--- config.mk ---
export PLATFORM = sky130hd
export DESIGN_NAME = dlx_core
export DESIGN_NICKNAME = d
export VERILOG_FILES = /design/src/logic/dlx_pkg.sv /design/src/logic/pipe_stage_reg.sv /design/src/logic/front_end.sv /design/src/logic/register_file.sv /design/src/logic/hazard_unit.sv /design/src/logic/execute_unit.sv /design/src/logic/memory_stage.sv /design/src/logic/dlx_core.sv
export VERILOG_INCLUDE_DIRS = /design/src /design/src/logic
export SDC_FILE = /design/constraint.sdc
export NUM_CORES = 2
export LEC_CHECK = 0
export BUFFER_PORTS_ARGS = -buffer_cell sky130_fd_sc_hd__buf_2
export CORE_MARGIN = 1.5
export CORE_UTILIZATION = 58
export CTS_CLUSTER_DIAMETER = 60
export DETAILED_ROUTE_END_ITERATION = 8
export HOLD_SLACK_MARGIN = 0.08
export PLACE_DENSITY = 0.78
export SLEW_MARGIN = 20
export SYNTH_ARGS = -nofsm -noshare
export SYNTH_HDL_FRONTEND = slang
export SYNTH_SLANG_ARGS = --single-unit
--- constraint.sdc ---
create_clock -name clk -period 5.25 [get_ports clk]
set_input_delay 0 -clock clk [delete_from_list [all_inputs] [get_ports clk]]
set_output_delay 0 -clock clk [all_outputs]
set_load 0.005 [all_outputs]
--- src/logic/dlx_settings.svh ---
`ifndef DLX_SETTINGS_SVH
`define DLX_SETTINGS_SVH

// datapath and address width
`define DLX_XLEN        32
// architectural registers, r0 hardwired to zero
`define DLX_NUM_REGS    32
// first fetch address out of reset
`define DLX_RESET_PC    32'h0000_0000

// opcodes in instr[31:26]
`define DLX_OP_RTYPE    6'h00
`define DLX_OP_ADDI     6'h08
`define DLX_OP_ANDI     6'h0c
`define DLX_OP_ORI      6'h0d
`define DLX_OP_XORI     6'h0e
`define DLX_OP_LW       6'h23
`define DLX_OP_SW       6'h2b

// r-type function codes in instr[5:0]
`define DLX_FN_ADD      6'h20
`define DLX_FN_SUB      6'h22
`define DLX_FN_AND      6'h24
`define DLX_FN_OR       6'h25
`define DLX_FN_XOR      6'h26
`define DLX_FN_SLL      6'h04
`define DLX_FN_SRL      6'h06
`define DLX_FN_SLT      6'h2a

`endif

--- src/logic/dlx_pkg.sv ---
`include "dlx_settings.svh"

package dlx_pkg;

    // one data or address word
    typedef logic [`DLX_XLEN-1:0] word_t;
    // register number
    typedef logic [$clog2(`DLX_NUM_REGS)-1:0] reg_idx_t;

    // alu operations, add first so a bubble decodes as add
    typedef enum logic [2:0] {
        ALU_ADD,
        ALU_SUB,
        ALU_AND,
        ALU_OR,
        ALU_XOR,
        ALU_SLL,
        ALU_SRL,
        ALU_SLT
    } alu_op_t;

    // operand source in execute
    typedef enum logic [1:0] {
        FWD_REG = 2'd0,
        FWD_MEM = 2'd1,
        FWD_WB  = 2'd2
    } fwd_sel_t;

    ////////////////////////////////////////
    // stage payloads, all zero is a bubble
    ////////////////////////////////////////

    typedef struct packed {
        word_t instr;
        word_t pc;
    } if_id_t;

    typedef struct packed {
        alu_op_t  alu_op;
        word_t    rs1_val;
        word_t    rs2_val;
        word_t    imm;
        logic     use_imm;
        reg_idx_t rs1;
        reg_idx_t rs2;
        reg_idx_t rd;
        logic     reg_write;
        logic     mem_read;
        logic     mem_write;
    } id_ex_t;

    typedef struct packed {
        word_t    alu_result;
        word_t    store_data;
        reg_idx_t rd;
        logic     reg_write;
        logic     mem_read;
        logic     mem_write;
    } ex_mem_t;

    typedef struct packed {
        word_t    result;
        reg_idx_t rd;
        logic     reg_write;
    } mem_wb_t;

endpackage

--- src/logic/pipe_stage_reg.sv ---
`timescale 1ns/1ps

module pipe_stage_reg #(
    parameter type payload_t = logic
) (
    input  logic     clk,
    input  logic     arst_n,
    // keep current contents
    input  logic     hold,
    // load an all-zero payload
    input  logic     bubble,
    input  payload_t d,
    output payload_t q
);

    // bubble wins over hold so a stalled stage can be emptied
    always_ff @(posedge clk or negedge arst_n) begin
        if (!arst_n) begin
            q <= '0;
        end else if (bubble) begin
            q <= '0;
        end else if (!hold) begin
            q <= d;
        end
    end

endmodule

--- src/logic/front_end.sv ---
`timescale 1ns/1ps
`include "dlx_settings.svh"

module front_end import dlx_pkg::*; (
    input  logic     clk,
    input  logic     arst_n,
    input  logic     stall,
    output word_t    imem_addr,
    input  word_t    imem_data,
    input  if_id_t   if_id,
    output if_id_t   fetch,
    output reg_idx_t rs1,
    output reg_idx_t rs2,
    input  word_t    rs1_val,
    input  word_t    rs2_val,
    output id_ex_t   decoded
);

    word_t      pc;
    logic [5:0] opcode;
    logic [5:0] funct;
    logic       valid;

    ////////////////////////////////////////
    // fetch
    ////////////////////////////////////////

    // pc holds for one clock on a load-use stall
    always_ff @(posedge clk or negedge arst_n) begin
        if (!arst_n) begin
            pc <= `DLX_RESET_PC;
        end else if (!stall) begin
            pc <= pc + word_t'(4);
        end
    end

    assign imem_addr   = pc;
    assign fetch.pc    = pc;
    assign fetch.instr = imem_data;

    ////////////////////////////////////////
    // decode
    ////////////////////////////////////////

    assign opcode = if_id.instr[31:26];
    assign funct  = if_id.instr[5:0];
    // source fields go straight to the register file
    assign rs1    = if_id.instr[25:21];
    assign rs2    = if_id.instr[20:16];

    always_comb begin
        decoded         = '0;
        valid           = 1'b1;
        decoded.rs1     = rs1;
        decoded.rs2     = rs2;
        decoded.rs1_val = rs1_val;
        decoded.rs2_val = rs2_val;
        // i-type default, rt is the destination
        decoded.rd        = if_id.instr[20:16];
        decoded.reg_write = 1'b1;
        decoded.use_imm   = 1'b1;
        decoded.imm       = word_t'(if_id.instr[15:0]);
        case (opcode)
            `DLX_OP_RTYPE: begin
                decoded.rd      = if_id.instr[15:11];
                decoded.use_imm = 1'b0;
                case (funct)
                    `DLX_FN_ADD: decoded.alu_op = ALU_ADD;
                    `DLX_FN_SUB: decoded.alu_op = ALU_SUB;
                    `DLX_FN_AND: decoded.alu_op = ALU_AND;
                    `DLX_FN_OR:  decoded.alu_op = ALU_OR;
                    `DLX_FN_XOR: decoded.alu_op = ALU_XOR;
                    `DLX_FN_SLL: decoded.alu_op = ALU_SLL;
                    `DLX_FN_SRL: decoded.alu_op = ALU_SRL;
                    `DLX_FN_SLT: decoded.alu_op = ALU_SLT;
                    default:     valid = 1'b0;
                endcase
            end
            // address and addi immediates are signed
            `DLX_OP_ADDI: decoded.imm = word_t'($signed(if_id.instr[15:0]));
            `DLX_OP_ANDI: decoded.alu_op = ALU_AND;
            `DLX_OP_ORI:  decoded.alu_op = ALU_OR;
            `DLX_OP_XORI: decoded.alu_op = ALU_XOR;
            `DLX_OP_LW: begin
                decoded.imm      = word_t'($signed(if_id.instr[15:0]));
                decoded.mem_read = 1'b1;
            end
            `DLX_OP_SW: begin
                decoded.imm       = word_t'($signed(if_id.instr[15:0]));
                decoded.rd        = '0;
                decoded.reg_write = 1'b0;
                decoded.mem_write = 1'b1;
            end
            default: valid = 1'b0;
        endcase
        // anything unrecognised runs as a no-op
        if (!valid) begin
            decoded = '0;
        end
    end

endmodule

--- src/logic/register_file.sv ---
`timescale 1ns/1ps
`include "dlx_settings.svh"

module register_file import dlx_pkg::*; (
    input  logic     clk,
    input  logic     arst_n,
    input  reg_idx_t rs1,
    input  reg_idx_t rs2,
    output word_t    rs1_val,
    output word_t    rs2_val,
    input  reg_idx_t wb_rd,
    input  word_t    wb_value,
    input  logic     wb_we
);

    word_t regs [`DLX_NUM_REGS];

    // r0 is never written, stays at its reset value of zero
    always_ff @(posedge clk or negedge arst_n) begin
        if (!arst_n) begin
            for (int i = 0; i < `DLX_NUM_REGS; i++) begin
                regs[i] <= '0;
            end
        end else if (wb_we && wb_rd != '0) begin
            regs[wb_rd] <= wb_value;
        end
    end

    // writeback bypass so decode sees the value written this cycle
    assign rs1_val = (rs1 == '0) ? '0 : (wb_we && wb_rd == rs1) ? wb_value : regs[rs1];
    assign rs2_val = (rs2 == '0) ? '0 : (wb_we && wb_rd == rs2) ? wb_value : regs[rs2];

endmodule

--- src/logic/hazard_unit.sv ---
`timescale 1ns/1ps

module hazard_unit import dlx_pkg::*; (
    // sources of the instruction in decode
    input  reg_idx_t id_rs1,
    input  reg_idx_t id_rs2,
    input  logic     id_uses_rs2,
    // instruction in execute
    input  id_ex_t   ex,
    // producers further down the pipe
    input  reg_idx_t mem_rd,
    input  logic     mem_we,
    input  reg_idx_t wb_rd,
    input  logic     wb_we,
    output fwd_sel_t fwd_a,
    output fwd_sel_t fwd_b,
    output logic     stall
);

    logic ld_hit_rs1;
    logic ld_hit_rs2;

    // memory stage is younger than writeback and wins
    function automatic fwd_sel_t pick_fwd(reg_idx_t src);
        if (src == '0) return FWD_REG;
        if (mem_we && mem_rd == src) return FWD_MEM;
        if (wb_we && wb_rd == src) return FWD_WB;
        return FWD_REG;
    endfunction

    always_comb begin
        fwd_a = pick_fwd(ex.rs1);
        fwd_b = pick_fwd(ex.rs2);
    end

    ////////////////////////////////////////
    // load-use detection
    ////////////////////////////////////////

    // load data only exists from the memory stage on so one bubble is needed
    assign ld_hit_rs1 = ex.rd == id_rs1;
    assign ld_hit_rs2 = id_uses_rs2 && ex.rd == id_rs2;
    assign stall      = ex.mem_read && ex.rd != '0 && (ld_hit_rs1 || ld_hit_rs2);

endmodule

--- src/logic/execute_unit.sv ---
`timescale 1ns/1ps

module execute_unit import dlx_pkg::*; (
    input  id_ex_t   ex,
    input  fwd_sel_t fwd_a,
    input  fwd_sel_t fwd_b,
    // alu result sitting in EX/MEM
    input  word_t    mem_value,
    // value on the writeback bus
    input  word_t    wb_value,
    output ex_mem_t  result
);

    word_t op_a;
    word_t op_b_reg;
    word_t op_b;
    word_t alu_out;

    // operand forwarding
    always_comb begin
        case (fwd_a)
            FWD_MEM: op_a = mem_value;
            FWD_WB:  op_a = wb_value;
            default: op_a = ex.rs1_val;
        endcase
        case (fwd_b)
            FWD_MEM: op_b_reg = mem_value;
            FWD_WB:  op_b_reg = wb_value;
            default: op_b_reg = ex.rs2_val;
        endcase
    end

    assign op_b = ex.use_imm ? ex.imm : op_b_reg;

    // shifts take the low five bits of b
    always_comb begin
        case (ex.alu_op)
            ALU_SUB: alu_out = op_a - op_b;
            ALU_AND: alu_out = op_a & op_b;
            ALU_OR:  alu_out = op_a | op_b;
            ALU_XOR: alu_out = op_a ^ op_b;
            ALU_SLL: alu_out = op_a << op_b[4:0];
            ALU_SRL: alu_out = op_a >> op_b[4:0];
            ALU_SLT: alu_out = word_t'($signed(op_a) < $signed(op_b));
            default: alu_out = op_a + op_b;
        endcase
    end

    // store data is the forwarded rt, never the immediate
    assign result.alu_result = alu_out;
    assign result.store_data = op_b_reg;
    assign result.rd         = ex.rd;
    assign result.reg_write  = ex.reg_write;
    assign result.mem_read   = ex.mem_read;
    assign result.mem_write  = ex.mem_write;

endmodule

--- src/logic/memory_stage.sv ---
`timescale 1ns/1ps

module memory_stage import dlx_pkg::*; (
    input  logic     clk,
    input  logic     arst_n,
    input  ex_mem_t  mem,
    output word_t    dmem_addr,
    output word_t    dmem_wdata,
    output logic     dmem_we,
    input  word_t    dmem_rdata,
    output reg_idx_t wb_rd,
    output word_t    wb_value,
    output logic     wb_we
);

    mem_wb_t wb_d;
    mem_wb_t wb_q;

    // data port straight from EX/MEM, read data back in the same cycle
    assign dmem_addr  = mem.alu_result;
    assign dmem_wdata = mem.store_data;
    assign dmem_we    = mem.mem_write;

    // loads take the memory word, everything else the alu result
    assign wb_d.result    = mem.mem_read ? dmem_rdata : mem.alu_result;
    assign wb_d.rd        = mem.rd;
    assign wb_d.reg_write = mem.reg_write;

    pipe_stage_reg #(.payload_t(mem_wb_t)) mem_wb_reg (
        .clk    (clk),
        .arst_n (arst_n),
        .hold   (1'b0),
        .bubble (1'b0),
        .d      (wb_d),
        .q      (wb_q)
    );

    // writeback bus, shared by register file and execute
    assign wb_rd    = wb_q.rd;
    assign wb_value = wb_q.result;
    assign wb_we    = wb_q.reg_write;

endmodule

--- src/logic/dlx_core.sv ---
`timescale 1ns/1ps

module dlx_core import dlx_pkg::*; (
    input  logic  clk,
    input  logic  arst_n,
    output word_t imem_addr,
    input  word_t imem_data,
    output word_t dmem_addr,
    output word_t dmem_wdata,
    output logic  dmem_we,
    input  word_t dmem_rdata
);

    // stage payloads, d side and q side of each register
    if_id_t   fetch;
    if_id_t   if_id_q;
    id_ex_t   decoded;
    id_ex_t   id_ex_q;
    ex_mem_t  ex_result;
    ex_mem_t  ex_mem_q;
    // decode register reads
    reg_idx_t rs1;
    reg_idx_t rs2;
    word_t    rs1_val;
    word_t    rs2_val;
    // hazard control
    fwd_sel_t fwd_a;
    fwd_sel_t fwd_b;
    logic     stall;
    // writeback bus
    reg_idx_t wb_rd;
    word_t    wb_value;
    logic     wb_we;

    ////////////////////////////////////////
    // fetch and decode
    ////////////////////////////////////////

    front_end front_end_inst (
        .clk       (clk),
        .arst_n    (arst_n),
        .stall     (stall),
        .imem_addr (imem_addr),
        .imem_data (imem_data),
        .if_id     (if_id_q),
        .fetch     (fetch),
        .rs1       (rs1),
        .rs2       (rs2),
        .rs1_val   (rs1_val),
        .rs2_val   (rs2_val),
        .decoded   (decoded)
    );

    // stalled instruction waits in IF/ID
    pipe_stage_reg #(.payload_t(if_id_t)) if_id_reg (
        .clk    (clk),
        .arst_n (arst_n),
        .hold   (stall),
        .bubble (1'b0),
        .d      (fetch),
        .q      (if_id_q)
    );

    register_file register_file_inst (
        .clk      (clk),
        .arst_n   (arst_n),
        .rs1      (rs1),
        .rs2      (rs2),
        .rs1_val  (rs1_val),
        .rs2_val  (rs2_val),
        .wb_rd    (wb_rd),
        .wb_value (wb_value),
        .wb_we    (wb_we)
    );

    // rt is a source for r-type and sw only
    hazard_unit hazard_unit_inst (
        .id_rs1      (rs1),
        .id_rs2      (rs2),
        .id_uses_rs2 (decoded.mem_write | (decoded.reg_write & ~decoded.use_imm)),
        .ex          (id_ex_q),
        .mem_rd      (ex_mem_q.rd),
        .mem_we      (ex_mem_q.reg_write),
        .wb_rd       (wb_rd),
        .wb_we       (wb_we),
        .fwd_a       (fwd_a),
        .fwd_b       (fwd_b),
        .stall       (stall)
    );

    ////////////////////////////////////////
    // execute, memory, writeback
    ////////////////////////////////////////

    // bubble goes into execute behind a load
    pipe_stage_reg #(.payload_t(id_ex_t)) id_ex_reg (
        .clk    (clk),
        .arst_n (arst_n),
        .hold   (1'b0),
        .bubble (stall),
        .d      (decoded),
        .q      (id_ex_q)
    );

    execute_unit execute_unit_inst (
        .ex        (id_ex_q),
        .fwd_a     (fwd_a),
        .fwd_b     (fwd_b),
        .mem_value (ex_mem_q.alu_result),
        .wb_value  (wb_value),
        .result    (ex_result)
    );

    pipe_stage_reg #(.payload_t(ex_mem_t)) ex_mem_reg (
        .clk    (clk),
        .arst_n (arst_n),
        .hold   (1'b0),
        .bubble (1'b0),
        .d      (ex_result),
        .q      (ex_mem_q)
    );

    memory_stage memory_stage_inst (
        .clk        (clk),
        .arst_n     (arst_n),
        .mem        (ex_mem_q),
        .dmem_addr  (dmem_addr),
        .dmem_wdata (dmem_wdata),
        .dmem_we    (dmem_we),
        .dmem_rdata (dmem_rdata),
        .wb_rd      (wb_rd),
        .wb_value   (wb_value),
        .wb_we      (wb_we)
    );

endmodule

After elaboration in Yosys (flattened, before gate mapping)
Index checks and enable logic that the tools add are counted.
W data, S select, Z words.
- bits in registers: 1316
- bits of input ports: 66
- output and inout bits: 97
- logic and storage cells: 182
- $add $sub $neg: 3
- $lt $le $gt $ge: 5
- equal/unequal tests: 33
- shift operators: 2
- multiplexer cells: 54
- bitwise gates (word level): 9
- reductions and logical operators: 22
- operators with widths (cell ; number):
    $bwmux W1024 ; 1
    $mux W32 ; 12
    $bmux W32 S5 ; 2
    $mux W118 ; 2
    $pmux W32 S7 ; 1
    $demux W32 S5 ; 1
    $pmux W32 S2 ; 2
    $eq A6 B6 Y1 const B ; 8
    $eq A5 B5 Y1 ; 8
    $add A32 B3 Y32 const B ; 1
    $add A32 B32 Y32 ; 1
    $and A32 B32 Y32 ; 1
    $lt A32 B32 Y1 ; 1
    $or A32 B32 Y32 ; 1
    $shl A32 B5 Y32 ; 1
    $shr A32 B5 Y32 ; 1
    $sub A32 B32 Y32 ; 1
    $xor A32 B32 Y32 ; 1
    $eq A6 B4 Y1 const B ; 4
    $mux W2 ; 12
    $pmux W3 S7 ; 1
    $logic_not A5 Y1 ; 4
    $ge A6 B6 Y1 const B ; 3
    $not A5 Y6 ; 3
    21 further kinds ; 55

Longest topological paths before layout
- depth in word-level cells: 14
- depth in mapped cells: 25

By module
A second synthesis with hierarchy kept.
- cell total of the unflattened synthesis: 6696
- area total of the unflattened synthesis: 81035.2 um^2
- by module, submodules not included (module ; times used ; cells each ; area an instance (um^2) ; seq. area each (um^2)):
    register_file ; 1 ; 3673 ; 54544.8 ; 25624.6
    execute_unit ; 1 ; 1541 ; 9830.7 ; 0.0
    pipe_stage_reg at id_ex_reg ; 1 ; 380 ; 4747.1 ; 2952.8
    front_end ; 1 ; 384 ; 3339.5 ; 750.7
    pipe_stage_reg at ex_mem_reg ; 1 ; 232 ; 2940.3 ; 1801.7
    pipe_stage_reg at if_id_reg ; 1 ; 206 ; 2611.3 ; 1601.5
    pipe_stage_reg at memory_stage_inst.mem_wb_reg ; 1 ; 122 ; 1549.0 ; 950.9
    memory_stage ; 1 ; 102 ; 1036.0 ; 0.0
    hazard_unit ; 1 ; 53 ; 421.7 ; 0.0
    dlx_core ; 1 ; 3 ; 15.0 ; 0.0

Least setup slack after synthesis
OpenSTA, ideal clock, no wires.
- path kind: flip-flop to flip-flop
- start point: register memory_stage_inst.mem_wb_reg.q[2] (netlist name)
- end point: register ex_mem_reg.q[71] (netlist name)
- arrival time: 5.535 ns
- data required time: 5.118 ns
- setup slack: -0.417 ns
- cell stages (with the launch flop): 25
- path buffers: 7
- period minus slack after synthesis: 5.667 ns
- path through: dfrtp_1 > clkbuf_1 > clkbuf_1 > xnor2_1 > nand3_1 > or3_1 > ha_1 > clkbuf_1 > a221oi_1 > nor3_1 > a21oi_2 > buf_2 > buf_2 > clkbuf_1 > ha_1 > clkbuf_1 > o21a_1 > o31a_1 > a31o_1 > o211a_1 > or4b_4 > a41oi_2 > a211oi_1 > a221oi_2 > o31ai_1
- RTL lines (what ; line ; text):
    start, declared ; pipe_stage_reg.sv:13 ; output payload_t q
    start signal, assigned ; pipe_stage_reg.sv:19 ; q <= '0;
    start signal, assigned ; pipe_stage_reg.sv:21 ; q <= '0;
    start signal, assigned ; pipe_stage_reg.sv:23 ; q <= d;
    end signal, assigned ; pipe_stage_reg.sv:19 ;
    end signal, assigned ; pipe_stage_reg.sv:21 ;
    end signal, assigned ; pipe_stage_reg.sv:23 ;
    end, declared ; pipe_stage_reg.sv:13 ;

==> flow_summary.rst <==
.. list-table::
   :header-rows: 1

   * - Metric
     - Value
   * - Number of max-cap violations
     - 0
   * - Met2 wire length
     - 110,000 microns
   * - Sequential fraction of the synthesis area
     - 43.8%
   * - Worst-margin pin slew
     - 1.24 ns
   * - Synth top area share
     - 43.8%
   * - Die height
     - 361 microns
   * - RSZ-0062 raised after global routing
     - true
   * - Starting density of the core
     - 58.3%
   * - Cts bufs inserted
     - 140
   * - Global-route congestion overflow total
     - 0
   * - Total wire length
     - 237,000 microns
   * - Layout overhead on the synthesized area
     - 14.3%
   * - Shortest clock period the worst path allows after layout
     - 5.07 ns
   * - Proportion of layout cells with a drive suffix above 1
     - 45.2%
   * - Number of DRC violations after detailed-routing iteration 0
     - 6,224
   * - Commonest register cell after synthesis
     - sky130_fd_sc_hd__dfrtp_1
   * - Setup Skew
     - 0.0288 ns
   * - Mean area per synthesized cell
     - 13.4 sq um
   * - Area taken by multi-input logic gates
     - 38,900 sq um
   * - Clock root buffer master
     - sky130_fd_sc_hd__clkbuf_16
   * - Detailed Place HPWL
     - 151,000 microns
   * - Critical Path Source Type
     - register
   * - Wire length of the first global-routing pass
     - 355,000 microns
   * - Nature of the critical path endpoint
     - register
   * - Final net count
     - 5,956
   * - Std-Cell Core Area
     - 127,000 sq um
   * - FF+latch area
     - 32,600 sq um
   * - Vias in the first global route
     - 54,600
   * - Start point of the worst hold path
     - id_ex_reg.q[0]
   * - Register share of total power
     - 45.7%
   * - FP Rows
     - 131
   * - Worst voltage drop across the vdd grid
     - 0.331 mV
   * - Count of endpoints failing setup in the final report
     - 0
   * - Vias per cell
     - 6.98
   * - Number of buffers on the longest clock path
     - 3
   * - Post-synth EDFFs
     - 0
   * - Setup Total Neg Slack
     - 0 ns
   * - Final-layout fill cell count
     - 8,558
   * - Critical setup path kind
     - reg -> reg
   * - Antenna Violating Nets Remaining
     - 0
   * - Die area
     - 130,000 sq um
   * - Relative contribution of combinational cells to total power
     - 7.8%
   * - Area leader, netlist
     - sky130_fd_sc_hd__dfrtp_1
   * - Final setup slack of the worst path
     - 0.176 ns
   * - Number of antenna violations at the first check in global routing
     - 7
   * - Setup slack after placement
     - -0.0483 ns
   * - Die width
     - 361 microns
   * - Class of the worst hold path
     - reg -> reg
   * - Highest routing layer actually used
     - met5
   * - Status
     - complete, no violations
   * - Share of total power in the clock network
     - 46.5%
   * - Drt first pass iters
     - 6
   * - Overall global routing resource usage
     - 36.7%
   * - Fraction of synthesis flops using an asynchronous set or reset pin
     - 100%
   * - Data arrival time at the worst-slack endpoint
     - 5.74 ns
   * - Most frequent cells after synthesis
     - sky130_fd_sc_hd__dfrtp_1 (1,299), sky130_fd_sc_hd__mux2_2 (1,064), sky130_fd_sc_hd__mux4_2 (640), sky130_fd_sc_hd__clkbuf_1 (395), sky130_fd_sc_hd__nor2_1 (273)
   * - Number of synthesized register bits
     - 1,299
   * - Clock-pin slew of the registers on the worst-case setup and hold paths
     - 0.06 ns
   * - Required time worst endpoint
     - 5.91 ns
   * - DRC
     - 0
   * - Number of synthesis warnings
     - 0
   * - Most common cell in the synthesized netlist
     - sky130_fd_sc_hd__dfrtp_1
   * - I/O pins
     - 163
   * - Count of pins over their slew limit
     - 0
   * - Synthesized netlist cell count
     - 5,560
   * - Final worst-path cycle share
     - 96.6%
   * - Crit path launch
     - memory_stage_inst.mem_wb_reg.q[5]
   * - Met3 routed WL
     - 23,800 microns
   * - Clock sink count
     - 1,299
   * - Latest clock arrival within the worst-skew pair
     - 0.79 ns
   * - TritonCTS clock tree
     - yes
   * - Area contributors post-synth
     - sky130_fd_sc_hd__dfrtp_1 (44%), sky130_fd_sc_hd__mux4_2 (19%), sky130_fd_sc_hd__mux2_2 (16%), sky130_fd_sc_hd__mux2i_1 (2.3%), sky130_fd_sc_hd__clkbuf_1 (2.0%)
   * - Switching share of total power
     - 24.7%
   * - Hold Violations, Final
     - 0
   * - Total of buffers placed on input and output ports
     - 160
   * - Combined area of all synthesized cells
     - 74,300 sq um
   * - GP Congestion
     - 1.05
   * - Met1 layer wirelength in the final routing
     - 88,300 microns
   * - F_max
     - 0.197 GHz
   * - Power Internal
     - 16.9 mW
   * - Worst rel slew slack
     - 17.0%
   * - PwrDens
     - 264 nW/um^2
   * - Vias after detailed routing
     - 52,800
   * - Count of unique library cells instantiated by Yosys
     - 101
   * - Drt wl/cell
     - 31.4 microns
   * - Reg2reg start
     - memory_stage_inst.mem_wb_reg.q[5]
   * - Net Sw Power
     - 5.54 mW
   * - Critical Path Fanout Max
     - 11
   * - Maximum number of pins on one net before global-route repair
     - 195
   * - Static leakage
     - 39.5 nW
   * - H-tree depth
     - 4
routing by layer:
metal / vias to the layer above / global-route usage [%]
li1: 21400 / -
met1: 27500 / 47.6
met2: 3084 / 56.5
met3: 841 / 9.16
met4: 8 / 21.1
met5: - / 0
metrics by stage:
step / hold slack [ns] / instance area (sq um) / total power, mW / util, % / cells
2_1_floorplan: -0.296 / 74400 / 11.3 / - / 5561
3_3_place_gp: 0.0524 / 78300 / 12.1 / 61.5 / 7161
3_5_place_dp: 0.0557 / 78400 / 12.1 / 61.6 / 7165
4_1_cts: 0.365 / 84600 / 22.5 / 66.4 / 7551
5_1_grt: 0.373 / 84900 / 23.0 / 66.7 / 7561
6_report: 0.368 / 84900 / 22.4 / 66.7 / 7564
final cells by class:
class                           instances  share of cell area (%)
Multi-Input combinational cell       3473                    45.8
Sequential cell                      1299                    38.3
Timing Repair Buffer                  728                    7.03
Clock buffer                          197                    4.79
Tap cell                             1662                    2.45
Clock inverter                         58                   0.955
Inverter                              143                   0.643
Timing Repair inverter                  1                 0.00884
Antenna cell                            3                 0.00884
timing repair:
item	in CTS	in global routing
resized for setup	4	48
endpoints found under the hold margin	706	0
endpoints found under the setup margin	11	20
gates cloned	0	1
setup buffers	0	8
hold buffers	131	0
pin swaps	1	25
path summary, 6_finish.rpt:
kind                                                endpoint  slack, ns  cells after the start
worst min-delay path                         ex_mem_reg.q[0]       0.37                      0
min in group asynchronous        register_file_inst.regs[70]       0.53                      4
worst min register to register               ex_mem_reg.q[0]       0.37                      0
worst max-delay path                        ex_mem_reg.q[71]       0.18                     22
worst max register to register              ex_mem_reg.q[71]       0.18                     22
max in group asynchronous       register_file_inst.regs[788]       3.70                      4
cell families (layout without fill, tap and decap cells):
group | after synthesis | count (layout) | share of synthesized area (%)
AOI/OAI and AO/OA | 726 | 726 | 6.66
xor gates and xnor gates | 88 | 88 | 1.04
adders and majority gates | 105 | 105 | 1.79
buffers and inverters | 789 | 1127 | 4.54
DFF | 1299 | 1299 | 43.8
muxes | 1883 | 1883 | 38.0
other | 1 | 5 | 0.00505
and+or+nand+nor | 669 | 669 | 4.20
cells in the final DEF (no fill, tap or decap), types with 137 or more instances in the layout:
| master | instances |
|---|---|
| sky130_fd_sc_hd__buf_2 | 159 |
| sky130_fd_sc_hd__mux4_2 | 640 |
| sky130_fd_sc_hd__dfrtp_1 | 1282 |
| sky130_fd_sc_hd__nor2_1 | 261 |
| sky130_fd_sc_hd__mux2_2 | 1064 |
| sky130_fd_sc_hd__inv_1 | 137 |
| sky130_fd_sc_hd__clkbuf_16 | 141 |
| sky130_fd_sc_hd__buf_4 | 395 |
| sky130_fd_sc_hd__a21oi_1 | 150 |
| sky130_fd_sc_hd__mux2i_1 | 171 |
power groups by stage:
stage,combinational [mW],sequential (mW),clock (mW)
3_3_place_gp,1.62,10.4,0
6_report,1.75,10.3,10.4
4_1_cts,1.72,10.3,10.5
2_1_floorplan,0.998,10.3,0
3_5_place_dp,1.63,10.4,0
5_1_grt,1.86,10.3,10.9
flip-flops by register name (all words and copies together) (netlist names):
signal and cells:
id_ex_reg.q 103, register_file_inst.regs 1024, ex_mem_reg.q 72, front_end_inst.imem_addr 30
memory_stage_inst.mem_wb_reg.q 38, if_id_reg.q 32
worst max-delay path: stages (launching register included):
cell	delay (ns)
sky130_fd_sc_hd__dfrtp_1	0.41
sky130_fd_sc_hd__buf_4	0.19
sky130_fd_sc_hd__xor2_1	0.17
sky130_fd_sc_hd__nor3_1	0.17
sky130_fd_sc_hd__nand3_1	0.09
sky130_fd_sc_hd__or3_4	0.36
sky130_fd_sc_hd__inv_1	0.07
sky130_fd_sc_hd__ha_1	0.22
sky130_fd_sc_hd__buf_4	0.19
sky130_fd_sc_hd__a22oi_1	0.09
sky130_fd_sc_hd__o21ai_0	0.20
sky130_fd_sc_hd__buf_4	0.20
sky130_fd_sc_hd__ha_1	0.26
sky130_fd_sc_hd__a211o_1	0.30
sky130_fd_sc_hd__a21oi_1	0.12
sky130_fd_sc_hd__o311ai_0	0.18
sky130_fd_sc_hd__buf_4	0.19
sky130_fd_sc_hd__o211a_4	0.25
sky130_fd_sc_hd__or4b_4	0.55
sky130_fd_sc_hd__a41oi_2	0.23
sky130_fd_sc_hd__a211oi_1	0.12
sky130_fd_sc_hd__a221oi_2	0.28
sky130_fd_sc_hd__o31ai_1	0.10
Note: power is estimated with default switching activity, not from simulation.
